--- src/design/csr_pkg.sv ---
/*
 * CSR slice package
 * Widths, machine-mode CSR addresses, the CSR operation encoding
 * and the writable-bit masks shared by the CSR execute slice
 */
`default_nettype none

package csr_pkg;

	localparam int XLEN    = 64;                      // Integer data width
	localparam int CSR_AW  = 12;                      // CSR address width
	localparam int PRF_NUM = 64;                      // Physical integer registers
	localparam int PRF_AW  = $clog2(PRF_NUM);         // Physical register tag width
	localparam int IMM_W   = 5;                       // Immediate field of CSRRWI/CSRRSI/CSRRCI

	// Encoding 0 is left unused so an idle opcode field never writes
	typedef enum logic [1:0] {
		CSR_RW = 2'd1,                                // CSRRW and CSRRWI
		CSR_RS = 2'd2,                                // CSRRS and CSRRSI
		CSR_RC = 2'd3                                 // CSRRC and CSRRCI
	} csr_op_t;

	localparam logic [CSR_AW-1:0] ADDR_MSTATUS  = 12'h300;  // Machine status
	localparam logic [CSR_AW-1:0] ADDR_MISA     = 12'h301;  // ISA and extensions
	localparam logic [CSR_AW-1:0] ADDR_MTVEC    = 12'h305;  // Trap vector base
	localparam logic [CSR_AW-1:0] ADDR_MSCRATCH = 12'h340;  // Scratch register
	localparam logic [CSR_AW-1:0] ADDR_MEPC     = 12'h341;  // Exception PC
	localparam logic [CSR_AW-1:0] ADDR_MCAUSE   = 12'h342;  // Trap cause
	localparam logic [CSR_AW-1:0] ADDR_MCYCLE   = 12'hB00;  // Cycle counter

	// Only MIE (bit 3) and MPIE (bit 7) can be written in mstatus
	localparam logic [XLEN-1:0] MSTATUS_WMASK = 64'h0000_0000_0000_0088;

	// Direct mode only, so the MODE bits of mtvec stay zero
	localparam logic [XLEN-1:0] MTVEC_WMASK   = 64'hFFFF_FFFF_FFFF_FFFC;

	// Instructions are at least 16-bit aligned
	localparam logic [XLEN-1:0] MEPC_WMASK    = 64'hFFFF_FFFF_FFFF_FFFE;

	// MXL = 2 marks RV64, bit 8 is the I extension
	localparam logic [XLEN-1:0] MISA_VALUE    = 64'h8000_0000_0000_0100;

endpackage

`default_nettype wire

--- src/design/csr_arbiter.sv ---
/*
 * CSR port arbiter
 * Puts the debug port or the execute unit onto the single CSR-file
 * port, debug first, and returns the debug read one cycle later
 */
`default_nettype none

module csr_arbiter (
	input  wire                         CLK,
	input  wire                         rst,
	input  wire                         exe_req,
	input  wire  [csr_pkg::CSR_AW-1:0]  exe_addr,
	input  wire                         exe_wen,
	input  wire  [csr_pkg::XLEN-1:0]    exe_wdata,
	output logic                        exe_gnt,
	output logic [csr_pkg::XLEN-1:0]    exe_rdata,
	input  wire                         dbg_valid,
	output logic                        dbg_ready,
	input  wire  [csr_pkg::CSR_AW-1:0]  dbg_addr,
	input  wire                         dbg_wen,
	input  wire  [csr_pkg::XLEN-1:0]    dbg_wdata,
	output logic                        dbg_rsp_valid,
	output logic [csr_pkg::XLEN-1:0]    dbg_rdata,
	output logic [csr_pkg::CSR_AW-1:0]  csr_addr,
	output logic                        csr_wen,
	output logic [csr_pkg::XLEN-1:0]    csr_wdata,
	input  wire  [csr_pkg::XLEN-1:0]    csr_rdata
);

	assign dbg_ready = dbg_valid;                     // Debug always wins, so it never waits
	assign exe_gnt   = ~dbg_valid;                    // Execute unit owns the port otherwise

	// Request mux onto the CSR file
	assign csr_addr  = dbg_valid ? dbg_addr  : exe_addr;
	assign csr_wdata = dbg_valid ? dbg_wdata : exe_wdata;
	assign csr_wen   = dbg_valid ? dbg_wen   : (exe_req & exe_wen);

	assign exe_rdata = csr_rdata;                     // Only meaningful while exe_gnt is high

	// Response valid follows each debug transfer by one cycle
	always_ff @(posedge CLK) begin
		if (rst) begin
			dbg_rsp_valid <= 1'b0;
		end else begin
			dbg_rsp_valid <= dbg_valid;
		end
	end

	// Capture the value from before any debug write lands
	always_ff @(posedge CLK) begin
		if (dbg_valid) begin
			dbg_rdata <= csr_rdata;
		end
	end

endmodule

`default_nettype wire

--- config.mk ---
export PLATFORM = sky130hd
export DESIGN_NAME = csr_arbiter
export DESIGN_NICKNAME = d
export VERILOG_FILES = /design/src/design/csr_pkg.sv /design/src/design/csr_arbiter.sv
export SDC_FILE = /design/constraint.sdc
export NUM_CORES = 1
export LEC_CHECK = 0
export BUFFER_PORTS_ARGS = -buffer_cell sky130_fd_sc_hd__buf_4
export CORE_AREA = 2 2 166 168
export CTS_BUF_LIST = sky130_fd_sc_hd__clkbuf_8
export DETAILED_ROUTE_END_ITERATION = 6
export DIE_AREA = 0 0 168 170
export GPL_TIMING_DRIVEN = 0
export SLEW_MARGIN = 20
export SYNTH_ARGS = -nofsm -noshare
export SYNTH_HDL_FRONTEND = slang
export SYNTH_SLANG_ARGS = --single-unit
--- constraint.sdc ---
create_clock -name CLK -period 1.39 [get_ports CLK]
set_clock_uncertainty 0.1 [all_clocks]
set_input_delay 0.278 -clock CLK [delete_from_list [all_inputs] [get_ports CLK]]
set_output_delay 0.278 -clock CLK [all_outputs]
set_load 0.02 [all_outputs]
==> flow_summary.rst <==
.. list-table::
   :header-rows: 1

   * - Metric
     - Value
   * - Number of filler cells placed in the layout
     - 2800
   * - Fin util
     - 30.37%
   * - Final hold violations
     - 0
   * - Hold path depth
     - 1
   * - IO Port Bufs
     - 429
   * - Largest vdd supply drop
     - 0.2680 mV
   * - Power share of the combinational group
     - 39.8%
   * - Number of placed I/O pins
     - 430
   * - Class of the worst hold path
     - primary input to flip-flop
   * - Warnings, synthesis
     - 0
   * - First-pass GRT wire length
     - 25920 um
   * - Slew Limit Headroom
     - 86.92%
   * - Setup WS post-layout
     - -129.8 ps
   * - Worst slack after detailed placement
     - -1122 ps
   * - Post-Syn Area
     - 3396 sq um
   * - Crit path arrival time
     - 1140 ps
   * - Sequential power share
     - 36.7%
   * - Aggregate negative setup slack
     - -3812 ps
   * - Total number of vias
     - 3634
   * - Final setup violation count
     - 51
   * - Pin count of the biggest net entering global routing
     - 34
   * - CTS Root Cell
     - clkbuf_8
   * - Failing checks
     - setup timing
   * - DR vias/cell
     - 3.474
   * - Synth Net Count
     - 442
   * - Clk pwr share
     - 23.5%
   * - Area overhead of the layout relative to synthesis
     - 138.3%
   * - Remaining design rule violation count
     - 0
   * - Leading area contributor after synthesis
     - edfxtp_1
   * - 1st-pass router iterations
     - 4
   * - Chip Height
     - 170 um
   * - Max Fanout on Critical Path
     - 6
   * - Initial Utilization
     - 12.74%
   * - Achievable frequency
     - 0.6580 GHz
   * - RSZ-0062 raised after global routing
     - true
   * - Share of the clock period used by the worst path after layout
     - 109.3%
   * - Nature of the critical path startpoint
     - primary input
   * - Run status
     - complete, but fails checks
   * - H-tree depth
     - 3
   * - Fraction of the yosys area taken by sequential cells
     - 57.18%
   * - Post-route cell area
     - 8093 sq um
   * - Max capacitance violation total
     - 0
   * - Number of antenna violations at the first check in global routing
     - 2
   * - Critical path, cell by cell
     - buf_16 -> buf_12 -> buf_12 -> mux2_4 -> buf_6
   * - Slowest cell delay on critical path
     - 310 ps
   * - Vias in the first global route
     - 3812
   * - DP HPWL
     - 15360 um
   * - Number of nets in the final layout
     - 923
   * - Leading cell type in the layout, fill and taps excluded
     - buf_4
   * - Worst endpoint required time
     - 1010 ps
   * - Count of standard-cell rows
     - 60
   * - Post-route ant nets
     - 0
   * - CTS Buf Count
     - 9
   * - Clock tree from TritonCTS
     - done
   * - Overall die area
     - 28560 sq um
   * - Time the final worst path needs with I/O delays and setup
     - 1520 ps
   * - Cell repeated most along the worst path
     - buf_12
   * - Final weighted congestion of routability-driven global placement
     - 0.7792
   * - Max Root-Sink Buffers
     - 2
   * - Critical path start-end classification
     - primary input to output port
   * - Most area-consuming cells after synthesis
     - edfxtp_1 (57%), mux2_2 (23%), buf_4 (14%)
   * - Horizontal die dimension
     - 168 um
   * - Tightest Pin Transition
     - 196.2 ps
   * - Sink Count
     - 65
   * - Number of design-rule violations left by the first detailed-router iteration
     - 105
   * - Average wire length per cell after detail routing
     - 18.19 um
   * - Leading cell types in the layout, fill and taps excluded
     - buf_4 (457), edfxtp_1 (64), mux2_2 (44)
   * - Overall fraction of global-route tracks in use
     - 12.52%
   * - Register clock-pin slew on the reported worst setup and hold paths
     - 70 ps
   * - Yosys top cell area share
     - 56.60%
   * - Syn_area_per_cell
     - 15.44 sq um
   * - Worst-path cell with the longest stage delay
     - mux2_4
   * - Power spent charging and discharging nets
     - 1877 uW
   * - Area post-placement
     - 7043 sq um
   * - Number of distinct library cells after synthesis
     - 11
   * - Switching share of total power
     - 29.20%
   * - Type of element capturing the critical path
     - output port
   * - Pins Over Slew Limit
     - 0
   * - PD cells
     - 794.5 nW/um^2
   * - Fraction of final layout cells sized beyond drive strength 1
     - 85.25%
   * - Final routed wirelength across all metal layers
     - 19030 um
   * - Diodes inserted
     - 0
   * - Internal power component
     - 4552 uW
   * - Sum of overflow across all layers after global routing
     - 0
   * - Standard cell core area
     - 26650 sq um
   * - Cell count after synthesis
     - 220
   * - Number of synthesized register bits
     - 65
   * - Leakage
     - 0.003928 uW
[synthesized netlist by cell type, drive strengths merged]
cell type and n:
nand2 2, o21ai 1, mux2 76, edfxtp 64, nor2 1, buf 74, inv 1, dfxtp 1
[worst max-delay path: cells and delay by family]
family	cells	cell delay, ps
multiplexers	1	310
buffers and inverters	4	540
[cells by family after synthesis]
family	after synthesis	synth area share [%]
muxes	76	25.98
and+or+nand+nor	3	0.3316
AOI/OAI and AO/OA	1	0.1472
buffers and inverters	75	16.36
DFF	65	57.18
[metal layers]
| layer | up-vias | global-route usage [%] | wire [um] | share of wire [%] |
|---|---|---|---|---|
| li1 | 1700 | - | - | - |
| met3 | 9 | 4.837 | 1948 | 10 |
| met2 | 244 | 22.82 | 9845 | 52 |
| met1 | 1679 | 13.77 | 7095 | 37 |
| met5 | - | 0 | 7 | 0.037 |
| met4 | 2 | 2.798 | 131 | 0.69 |
[flip-flops by register name, summed over array words and instances, names as in the netlist]
register	flops
dbg_rsp_valid	1
dbg_rdata	64
[final cells by class]
cell class | count | area, sq um | area share, %
Clock inverter | 6 | 51.30 | 0.6339
Multi-Input combinational cell | 80 | 996.0 | 12.31
Clock buffer | 9 | 123.9 | 1.531
Sequential cell | 65 | 1942 | 24.00
Timing Repair Buffer | 471 | 3941 | 48.70
Tap cell | 341 | 426.7 | 5.272
Inverter | 1 | 3.754 | 0.04638
Buffer | 73 | 608.1 | 7.514
[power by group through the flow]
stage / sequential, uW / clock, uW / combinational, uW
after floorplan: 2610 / 0 / 774
after global placement: 2400 / 0 / 2270
after detailed placement: 2410 / 0 / 2280
after CTS: 2360 / 1630 / 2570
after global routing: 2380 / 1690 / 2690
final: 2360 / 1510 / 2560
[worst paths after layout]
path,endpoint,from
worst max-delay path,csr_wdata[54],dbg_valid
worst min-delay path,dbg_rdata[55],csr_rdata[55]
[through the flow]
step	std cells	power (uW)	hold WS, ps
after floorplan	220	3384	244.7
after global placement	990	4674	356.2
after detailed placement	990	4687	356.3
after CTS	1046	6561	1.396
after global routing	1046	6761	0.5624
final	1046	6430	31.44
[timing repair]
item	in CTS	in global routing
gates cloned	8	0
resized for setup	80	14
hold buffers	31	1
setup endpoints to repair	80	70
pin swaps	0	0
buffers inserted	3	0
hold endpoints to repair	31	1
Power figures use the tool's default switching activity.
