`config.mk`:
```
export PLATFORM = sky130hd
export DESIGN_NAME = csr_exe
export DESIGN_NICKNAME = d
export VERILOG_FILES = /design/src/design/csr_pkg.sv /design/src/design/csr_exe.sv
export SDC_FILE = /design/constraint.sdc
export NUM_CORES = 1
export LEC_CHECK = 0
export ABC_AREA = 1
export BUFFER_PORTS_ARGS = -buffer_cell sky130_fd_sc_hd__buf_2
export CORE_AREA = 2 2 122 124
export CTS_CLUSTER_SIZE = 12
export DETAILED_ROUTE_END_ITERATION = 12
export DIE_AREA = 0 0 124 126
export PLACE_DENSITY_LB_ADDON = 0.15
export SLEW_MARGIN = 10
export SYNTH_ARGS = -nofsm -noshare
export SYNTH_HDL_FRONTEND = slang
export SYNTH_SLANG_ARGS = --single-unit
```
`constraint.sdc`:
```
create_clock -name CLK -period 5.1 [get_ports CLK]
set_input_delay 0.51 -clock CLK [delete_from_list [all_inputs] [get_ports CLK]]
set_output_delay 0.51 -clock CLK [all_outputs]
set_load 0.005 [all_outputs]
```
`src/design/csr_pkg.sv`:
```
/*
 * CSR slice package
 * Widths, machine-mode CSR addresses, the CSR operation encoding
 * and the writable-bit masks shared by the CSR execute slice
 */
`default_nettype none

package csr_pkg;

	localparam int XLEN    = 64;                      // Integer data width
	localparam int CSR_AW  = 12;                      // CSR address width
	localparam int PRF_NUM = 64;                      // Physical integer registers
	localparam int PRF_AW  = $clog2(PRF_NUM);         // Physical register tag width
	localparam int IMM_W   = 5;                       // Immediate field of CSRRWI/CSRRSI/CSRRCI

	// Encoding 0 is left unused so an idle opcode field never writes
	typedef enum logic [1:0] {
		CSR_RW = 2'd1,                                // CSRRW and CSRRWI
		CSR_RS = 2'd2,                                // CSRRS and CSRRSI
		CSR_RC = 2'd3                                 // CSRRC and CSRRCI
	} csr_op_t;

	localparam logic [CSR_AW-1:0] ADDR_MSTATUS  = 12'h300;  // Machine status
	localparam logic [CSR_AW-1:0] ADDR_MISA     = 12'h301;  // ISA and extensions
	localparam logic [CSR_AW-1:0] ADDR_MTVEC    = 12'h305;  // Trap vector base
	localparam logic [CSR_AW-1:0] ADDR_MSCRATCH = 12'h340;  // Scratch register
	localparam logic [CSR_AW-1:0] ADDR_MEPC     = 12'h341;  // Exception PC
	localparam logic [CSR_AW-1:0] ADDR_MCAUSE   = 12'h342;  // Trap cause
	localparam logic [CSR_AW-1:0] ADDR_MCYCLE   = 12'hB00;  // Cycle counter

	// Only MIE (bit 3) and MPIE (bit 7) can be written in mstatus
	localparam logic [XLEN-1:0] MSTATUS_WMASK = 64'h0000_0000_0000_0088;

	// Direct mode only, so the MODE bits of mtvec stay zero
	localparam logic [XLEN-1:0] MTVEC_WMASK   = 64'hFFFF_FFFF_FFFF_FFFC;

	// Instructions are at least 16-bit aligned
	localparam logic [XLEN-1:0] MEPC_WMASK    = 64'hFFFF_FFFF_FFFF_FFFE;

	// MXL = 2 marks RV64, bit 8 is the I extension
	localparam logic [XLEN-1:0] MISA_VALUE    = 64'h8000_0000_0000_0100;

endpackage

`default_nettype wire

```
`src/design/csr_exe.sv`:
```
/*
 * CSR execute unit
 * Decodes the issue packet, selects the register or immediate operand,
 * forms the read-modify-write value and registers the writeback
 */
`default_nettype none

module csr_exe (
	input  wire                         CLK,
	input  wire                         rst,
	input  wire                         flush,
	input  wire                         issue_valid,
	output logic                        issue_ready,
	input  wire  csr_pkg::csr_op_t      issue_op,
	input  wire                         issue_imm,
	input  wire  [csr_pkg::PRF_AW-1:0]  issue_rs1,
	input  wire  [csr_pkg::PRF_AW-1:0]  issue_rd,
	input  wire  [csr_pkg::CSR_AW-1:0]  issue_addr,
	output logic [csr_pkg::PRF_AW-1:0]  rs_tag,
	input  wire  [csr_pkg::XLEN-1:0]    rs_data,
	output logic                        exe_req,
	output logic [csr_pkg::CSR_AW-1:0]  exe_addr,
	output logic                        exe_wen,
	output logic [csr_pkg::XLEN-1:0]    exe_wdata,
	input  wire                         exe_gnt,
	input  wire  [csr_pkg::XLEN-1:0]    exe_rdata,
	output logic                        wb_valid,
	output logic [csr_pkg::PRF_AW-1:0]  wb_rd,
	output logic [csr_pkg::XLEN-1:0]    wb_data
);

	logic                     fire;                   // Issue transfer this cycle
	logic [csr_pkg::XLEN-1:0] operand;                // rs1 value or zero-extended immediate
	logic [csr_pkg::XLEN-1:0] new_val;                // Value written back to the CSR
	logic                     do_write;               // Operation really changes the CSR
	logic                     wb_valid_q;             // Writeback pending for the next cycle

	assign issue_ready = exe_gnt;                     // Stalls only while debug holds the port
	assign fire        = issue_valid & issue_ready;

	// Source read is combinational, the immediate sits in the low bits of rs1
	assign rs_tag  = issue_rs1;
	assign operand = issue_imm ?
		{{(csr_pkg::XLEN - csr_pkg::IMM_W){1'b0}}, issue_rs1[csr_pkg::IMM_W-1:0]} : rs_data;

	// Set and clear with a zero operand leave the CSR untouched and make no write
	always_comb begin
		case (issue_op)
			csr_pkg::CSR_RW: begin
				new_val  = operand;
				do_write = 1'b1;
			end
			csr_pkg::CSR_RS: begin
				new_val  = exe_rdata | operand;
				do_write = (operand != '0);
			end
			csr_pkg::CSR_RC: begin
				new_val  = exe_rdata & ~operand;
				do_write = (operand != '0);
			end
			default: begin
				new_val  = exe_rdata;             // Unused encoding reads only
				do_write = 1'b0;
			end
		endcase
	end

	// Request to the arbiter, the write happens at the edge that ends the transfer
	assign exe_req   = issue_valid;
	assign exe_addr  = issue_addr;
	assign exe_wen   = fire & do_write;
	assign exe_wdata = new_val;

	// rd of zero produces no writeback, a flush drops the instruction in flight
	always_ff @(posedge CLK) begin
		if (rst) begin
			wb_valid_q <= 1'b0;
		end else begin
			wb_valid_q <= fire & (issue_rd != '0) & ~flush;
		end
	end

	// Old CSR value and destination tag
	always_ff @(posedge CLK) begin
		if (fire) begin
			wb_rd   <= issue_rd;
			wb_data <= exe_rdata;                     // Value from before the update
		end
	end

	// Flush in the writeback cycle still cancels it, the CSR write already happened
	assign wb_valid = wb_valid_q & ~flush;

endmodule

`default_nettype wire

```
==> key figures, run 1 <==
Setup path
  • Crit. End Element: output port
  • Arrival time worst endpoint: 2.32 ns
  • Critical Path RT: 4.59 ns
  • Slowest-stage cell, CP: xnor2_2
  • Crit-path leading delay family: XOR/XNOR gates
  • Worst Setup Start Kind: input pin
  • Crit Path Max Fanout: 39
  • CP peak stage delay: 0.83 ns
  • CP Cell Sequence: buf_2 > xnor2_2 > buf_4 > o21ai_0 > buf_2
  • Crit path buffers/inverters: 3
  • Setup CP Type: input pin to output port
  • Crit path top cell by count: buf_2

Yosys
  • Average instance area after synthesis: 9.809 sq um
  • Distinct cell type count after synthesis: 24
  • Mapped Cells: 406
  • Synth warnings: 0
  • Net Count, Synth: 566
  • EDFF count, synth: 70
  • Cell Area, Synth: around 0.004 sq mm
  • Asr flop ratio synth: 0
  • Post-synthesis sequential area ratio: 0.5328
  • #FFs+latches synth: slightly above 70
  • Main synth FF type: edfxtp_1

Worst hold path
  • Hold Crit Class: input pin to flop

Power
  • Leakage power: 2.495 nW
  • VDD IR max: 0.1391 mV
  • Pwr dens: 289.8 mW/mm^2

Floorplan
  • Die Height: between 100 and 150 um
  • Core box area: 0.01431 sq mm
  • Die W: 124 um
  • Starting Density: 0.2782
  • Die area: 0.01562 sq mm
  • I/O pin cnt: about 320
  • Num rows: 44

Placement
  • # port buffers: 289
  • Placed cells: 834
  • Area post-placement: 0.005340 sq mm
  • DP HPWL: around 11000 um
  • Final GP Congestion: 0.8144

STA
  • Final hold vios: 0
  • Final setup viols: 0
  • Setup TNS: 0 ns
  • F_max: between 0.3 and 0.4 GHz
  • Slew HR: 0.2866
  • Final period util: 0.5551
  • RSZ-0062 raised after global routing: no
  • Tmin final: between 2 and 3 ns
  • Slew at the pin closest to its max-slew limit: 1.065 ns
  • Slew Viols, Final: 0

Layout
  • Final Cell Area: 0.005628 sq mm
  • Fin cells: 850
  • Antenna Cells: 0
  • Area of the multi-input gates: between 0.001 and 0.0015 sq mm
  • Area growth syn-to-layout: 41.31%
  • Storage element area: 0.002122 sq mm
  • Share of cells above drive strength 1: 0.4850
  • Fillers: 1477
  • Final design utilization: 0.3932
  • Nets: 821

CTS
  • CTS buffer count: 9
  • Clock Path Buffers: 2
  • Cts repair resizes: 0
  • TritonCTS clock tree: built
  • Sink Count: 71
  • H-tree depth: 3
  • Clock slew at reported path FFs: 0.06 ns
  • Postcts setup bufs: 0
  • Clock Root Buffer: clkbuf_16
  • Hold-fix buffers, CTS: 0

Drt
  • DRT antenna net count: 0
  • Via count: 4043
  • Avg WL per Cell: around 17 um
  • DRT Pass-1 Iters: 4
  • Initial detailed-routing violation count: 254
  • Drt total wl: 14230 um
  • Via-to-Cell Ratio: 4.756
  • Drt drc: 0

GRT
  • First-pass GRT wire length: 20310 um
  • Initial antenna violation count: 0
  • Vias in the first global route: 3901
  • Gr usage total: 0.1729
  • Grt ovf: 0
  • Largest net degree at the start of global routing: 86

Outcome
  • Status: finished, final reports clean

Flow run
  • Max_cap viols: 0
## routing by layer
layer | vias to the layer above | routed length, um | track usage
li1 | 1975 | - | -
met1 | 1842 | 5418 | 0.1842
met2 | 187 | 7195 | 0.3154
met3 | 39 | 1092 | 0.03442
met4 | 0 | 519 | 0.09187
met5 | - | 0 | 0
## cells by family (layout without fill, tap and decap cells)
| family | Yosys count | after routing | synth area share |
|---|---|---|---|
| AOI/OAI and AO/OA | 156 | 156 | 0.2394 |
| and+or+nand+nor | 111 | 111 | 0.1178 |
| DFF | 71 | 71 | 0.5328 |
| buffers and inverters | 67 | 327 | 0.1078 |
| xor gates and xnor gates | 1 | 1 | 0.002200 |
## cell usage in the layout (no fill, tap or decap), drive strengths merged
| cell type | netlist | routed |
|---|---|---|
| buf | 43 | 293 |
| o21ai | 92 | 92 |
| nand2 | 83 | 83 |
| edfxtp | 70 | 70 |
| o211ai | 63 | 63 |
| inv | 18 | 19 |
| nor2 | 17 | 17 |
| clkbuf | 6 | 9 |
| clkinv | 0 | 4 |
| or2 | 3 | 3 |
| nand3 | 3 | 3 |
| nor3 | 3 | 3 |
| xnor2 | 1 | 1 |
| a21oi | 1 | 1 |
| nand4 | 1 | 1 |
| nor4 | 1 | 1 |
| clkinvlp | 0 | 1 |
| bufinv | 0 | 1 |
| dfxtp | 1 | 1 |
## report_power, final
group	switching, W	internal (W)	total, W	leakage, nW
Sequential	0.00000792	0.000685	0.000693	0.665
Clock	0.000241	0.000374	0.000615	0.138
Combinational	0.000183	0.000140	0.000323	1.69
## cell type report
class | count | area share
clock buffers | 9 | 0.04002
repair buffers | 293 | 0.2623
flip-flops and latches | 71 | 0.3771
multi-input cells | 268 | 0.2557
well taps | 184 | 0.04091
inverters | 18 | 0.01289
clock inverters | 7 | 0.01112
## worst paths after layout
kind                     startpoint       endpoint  slack [ns]  cells after the start
worst max-delay path    issue_op[1]  exe_wdata[25]        2.27                      5
worst min-delay path  exe_rdata[60]    wb_data[60]        0.37                      1
## cells in the mapped netlist (all sizes together) (3+ instances only)
cell type   n  area share
buf        43       0.082
clkbuf      6      0.0075
edfxtp     70        0.53
inv        18       0.018
nand2      83       0.084
nand3       3      0.0038
nor2       17       0.016
nor3        3      0.0063
o211ai     63        0.12
o21ai      92        0.12
or2         3      0.0047
## registers in the layout, indices dropped and copies added (netlist names)
signal	cells
wb_valid_q	1
wb_data	64
wb_rd	6
## metrics by stage
step	power (W)	hold slack, ns	setup WS (ns)
detailed placement	0.001033	0.7043	2.174
CTS	0.001662	0.3491	2.175
global placement	0.001030	0.7032	2.213
global route	0.001722	0.3528	2.029
finish	0.001631	0.3665	2.269
floorplan	0.0008616	0.6089	2.724
Power figures use the tool's default switching activity.
==> inputs of run 2 (changes only) <==
Clock period 5.1 ns to 2.6 ns, I/O delays scaled along.
==> key figures, run 2 (synthesis gave the netlist of run 1 again) <==
Outcome
  • Status: finished, final reports clean

STA
  • Final hold vios: 0 (unchanged)
  • Setup TNS: 0 ns (unchanged)
  • Final setup viols: 0 (unchanged)
  • F_max: 0.4857 GHz
  • Final period util: 0.7919
  • Final hold slack: 0.1119 ns (-0.2546 ns)
  • Slew HR: 0.5397 (+0.2532)
  • Slew at the pin closest to its max-slew limit: 0.6904 ns (-0.3745 ns)
  • Post-route setup slack: 0.5411 ns (-1.728 ns)
  • Tmin final: 2.059 ns
  • Slew Viols, Final: 0 (unchanged)
  • RSZ-0062 raised after global routing: no

CTS
  • Sink Count: 71 (unchanged)
  • H-tree depth: 3 (unchanged)
  • Clock slew at reported path FFs: 0.06 ns (about the same)
  • TritonCTS clock tree: built
  • Clock Root Buffer: clkbuf_16
  • Hold-fix buffers, CTS: 0 (unchanged)
  • Clock Path Buffers: 2 (unchanged)
  • CTS buffer count: 9 (unchanged)
  • Postcts setup bufs: 0 (unchanged)
  • Cts repair resizes: 0 (unchanged)

Power
  • VDD IR max: 0.2591 mV (+86%)
  • Leakage power: 2.515 nW (+0.83%)
  • Pwr dens: 579.5 mW/mm^2 (+100%)

Layout
  • Fillers: 1498 (+1.4%)
  • Nets: 822 (+0.12%)
  • Max FFs per register: 64 (unchanged)
  • Commonest non-fill, non-tap cell in the layout: buf_2
  • Fin cells: 851 (+0.12%)
  • Share of cells above drive strength 1: 0.4828 (-0.002226)
  • Largest regs: wb_data: 64 flops, wb_rd: 6 flops, wb_valid_q: 1 flops
  • Commonest non-fill, non-tap cells in the layout: buf_2 (289), o21ai_0 (82), nand2_1 (74), edfxtp_1 (70), o211ai_1 (63)
  • Area growth syn-to-layout: 42.54%
  • Antenna Cells: 0 (unchanged)
  • Reg with most FFs: wb_data

GRT
  • Largest net degree at the start of global routing: 86 (unchanged)
  • Grt ovf: 0 (unchanged)
  • Gr usage total: 0.1764 (+0.003539)
  • Vias in the first global route: 3739 (-4.2%)
  • Initial antenna violation count: 0 (unchanged)
  • First-pass GRT wire length: 20580 um (+1.4%)

Floorplan
  • Die W: 124 um (unchanged)
  • I/O pin cnt: 316 (unchanged)
  • Starting Density: 0.2782 (unchanged)
  • Die Height: 126 um (unchanged)
  • Num rows: 44 (unchanged)
  • Die area: 0.01562 sq mm (unchanged)
  • Core box area: 0.01431 sq mm (unchanged)

Drt
  • Initial detailed-routing violation count: 209 (-18%)
  • Avg WL per Cell: 16.99 um (+1.5%)
  • DRT Pass-1 Iters: 4 (unchanged)
  • Via count: 4042 (-0.025%)
  • Drt drc: 0 (unchanged)
  • Via-to-Cell Ratio: 4.750 (-0.14%)
  • DRT antenna net count: 0 (unchanged)
  • Drt total wl: 14460 um (+1.6%)

Setup path
  • Worst Setup Start Kind: input pin
  • Setup CP Type: input pin to output port
  • Crit path from: issue_op[1]
  • Critical Path RT: 2.34 ns (-2.25 ns)
  • Crit Path Max Fanout: 63 (+62%)
  • Arrival time worst endpoint: 1.80 ns (-0.52 ns)
  • Crit. End Element: output port

Worst hold path
  • Hold Crit Class: input pin to flop
  • Worst hold endpoint: wb_data[17]
  • Hold Crit Depth: 1 (unchanged)
  • Hold path start: exe_rdata[17]

Flow run
  • Max_cap viols: 0 (unchanged)

Placement
  • DP HPWL: 10780 um (+0.17%)
  • Pre-CTS setup slack: 0.5415 ns (-1.633 ns)
  • # port buffers: 289 (unchanged)
  • Placed cells: 835 (+0.12%)
  • Final GP Congestion: 0.7862 (-3.5%)
[run 2: layout make-up]
cell class,instances,area [sq um],area share
Timing Repair Buffer,294,1509,0.2658
Sequential cell,71,2122,0.3738
Clock inverter,6,75.07,0.01322
Multi-Input combinational cell,268,1439,0.2535
Clock buffer,10,229.0,0.04034
Inverter,18,72.57,0.01278
Tap cell,184,230.2,0.04056
[run 2: layer usage]
layer | global-route usage | part of all wire | vias to the layer above
met5 | 0 | 0 | -
met4 | 0.09716 | 0.034 | 0
met3 | 0.03261 | 0.079 | 35
met2 | 0.2961 | 0.50 | 188
met1 | 0.2109 | 0.39 | 1837
li1 | - | - | 1982
[run 2: power by group]
group	switching (W)	internal, W	total, W
Combinational	0.000360	0.000280	0.000640
Clock	0.000462	0.000827	0.00129
Sequential	0.0000178	0.00134	0.00136
[run 2: stage by stage]
step | utilization | power, W | cell area (sq um)
floorplan | - | 0.001690 | 3983
global placement | 0.3754 | 0.002029 | 5373
detailed placement | 0.3754 | 0.002032 | 5373
CTS | 0.3966 | 0.003336 | 5677
global route | 0.3966 | 0.003447 | 5677
finish | 0.3966 | 0.003290 | 5677
[run 2: critical path, cell delays in order]
cell,delay (ns)
buf_2,0.13
inv_2,0.23
nand2_2,0.11
buf_4,0.56
o211ai_1,0.19
o21ai_0,0.14
buf_2,0.15
[run 2: worst max path at each step]
| stage | cells past startpoint | slack [ns] | to |
|---|---|---|---|
| after CTS | 7 | 0.54 | exe_wdata[48] |
| after global placement | 7 | 0.55 | exe_wdata[37] |
| after floorplan | 2 | 0.47 | wb_data[0] |
| after detailed placement | 12 | 0.54 | exe_wen |
| final | 7 | 0.54 | exe_wdata[48] |
| after global routing | 12 | 0.31 | exe_wen |
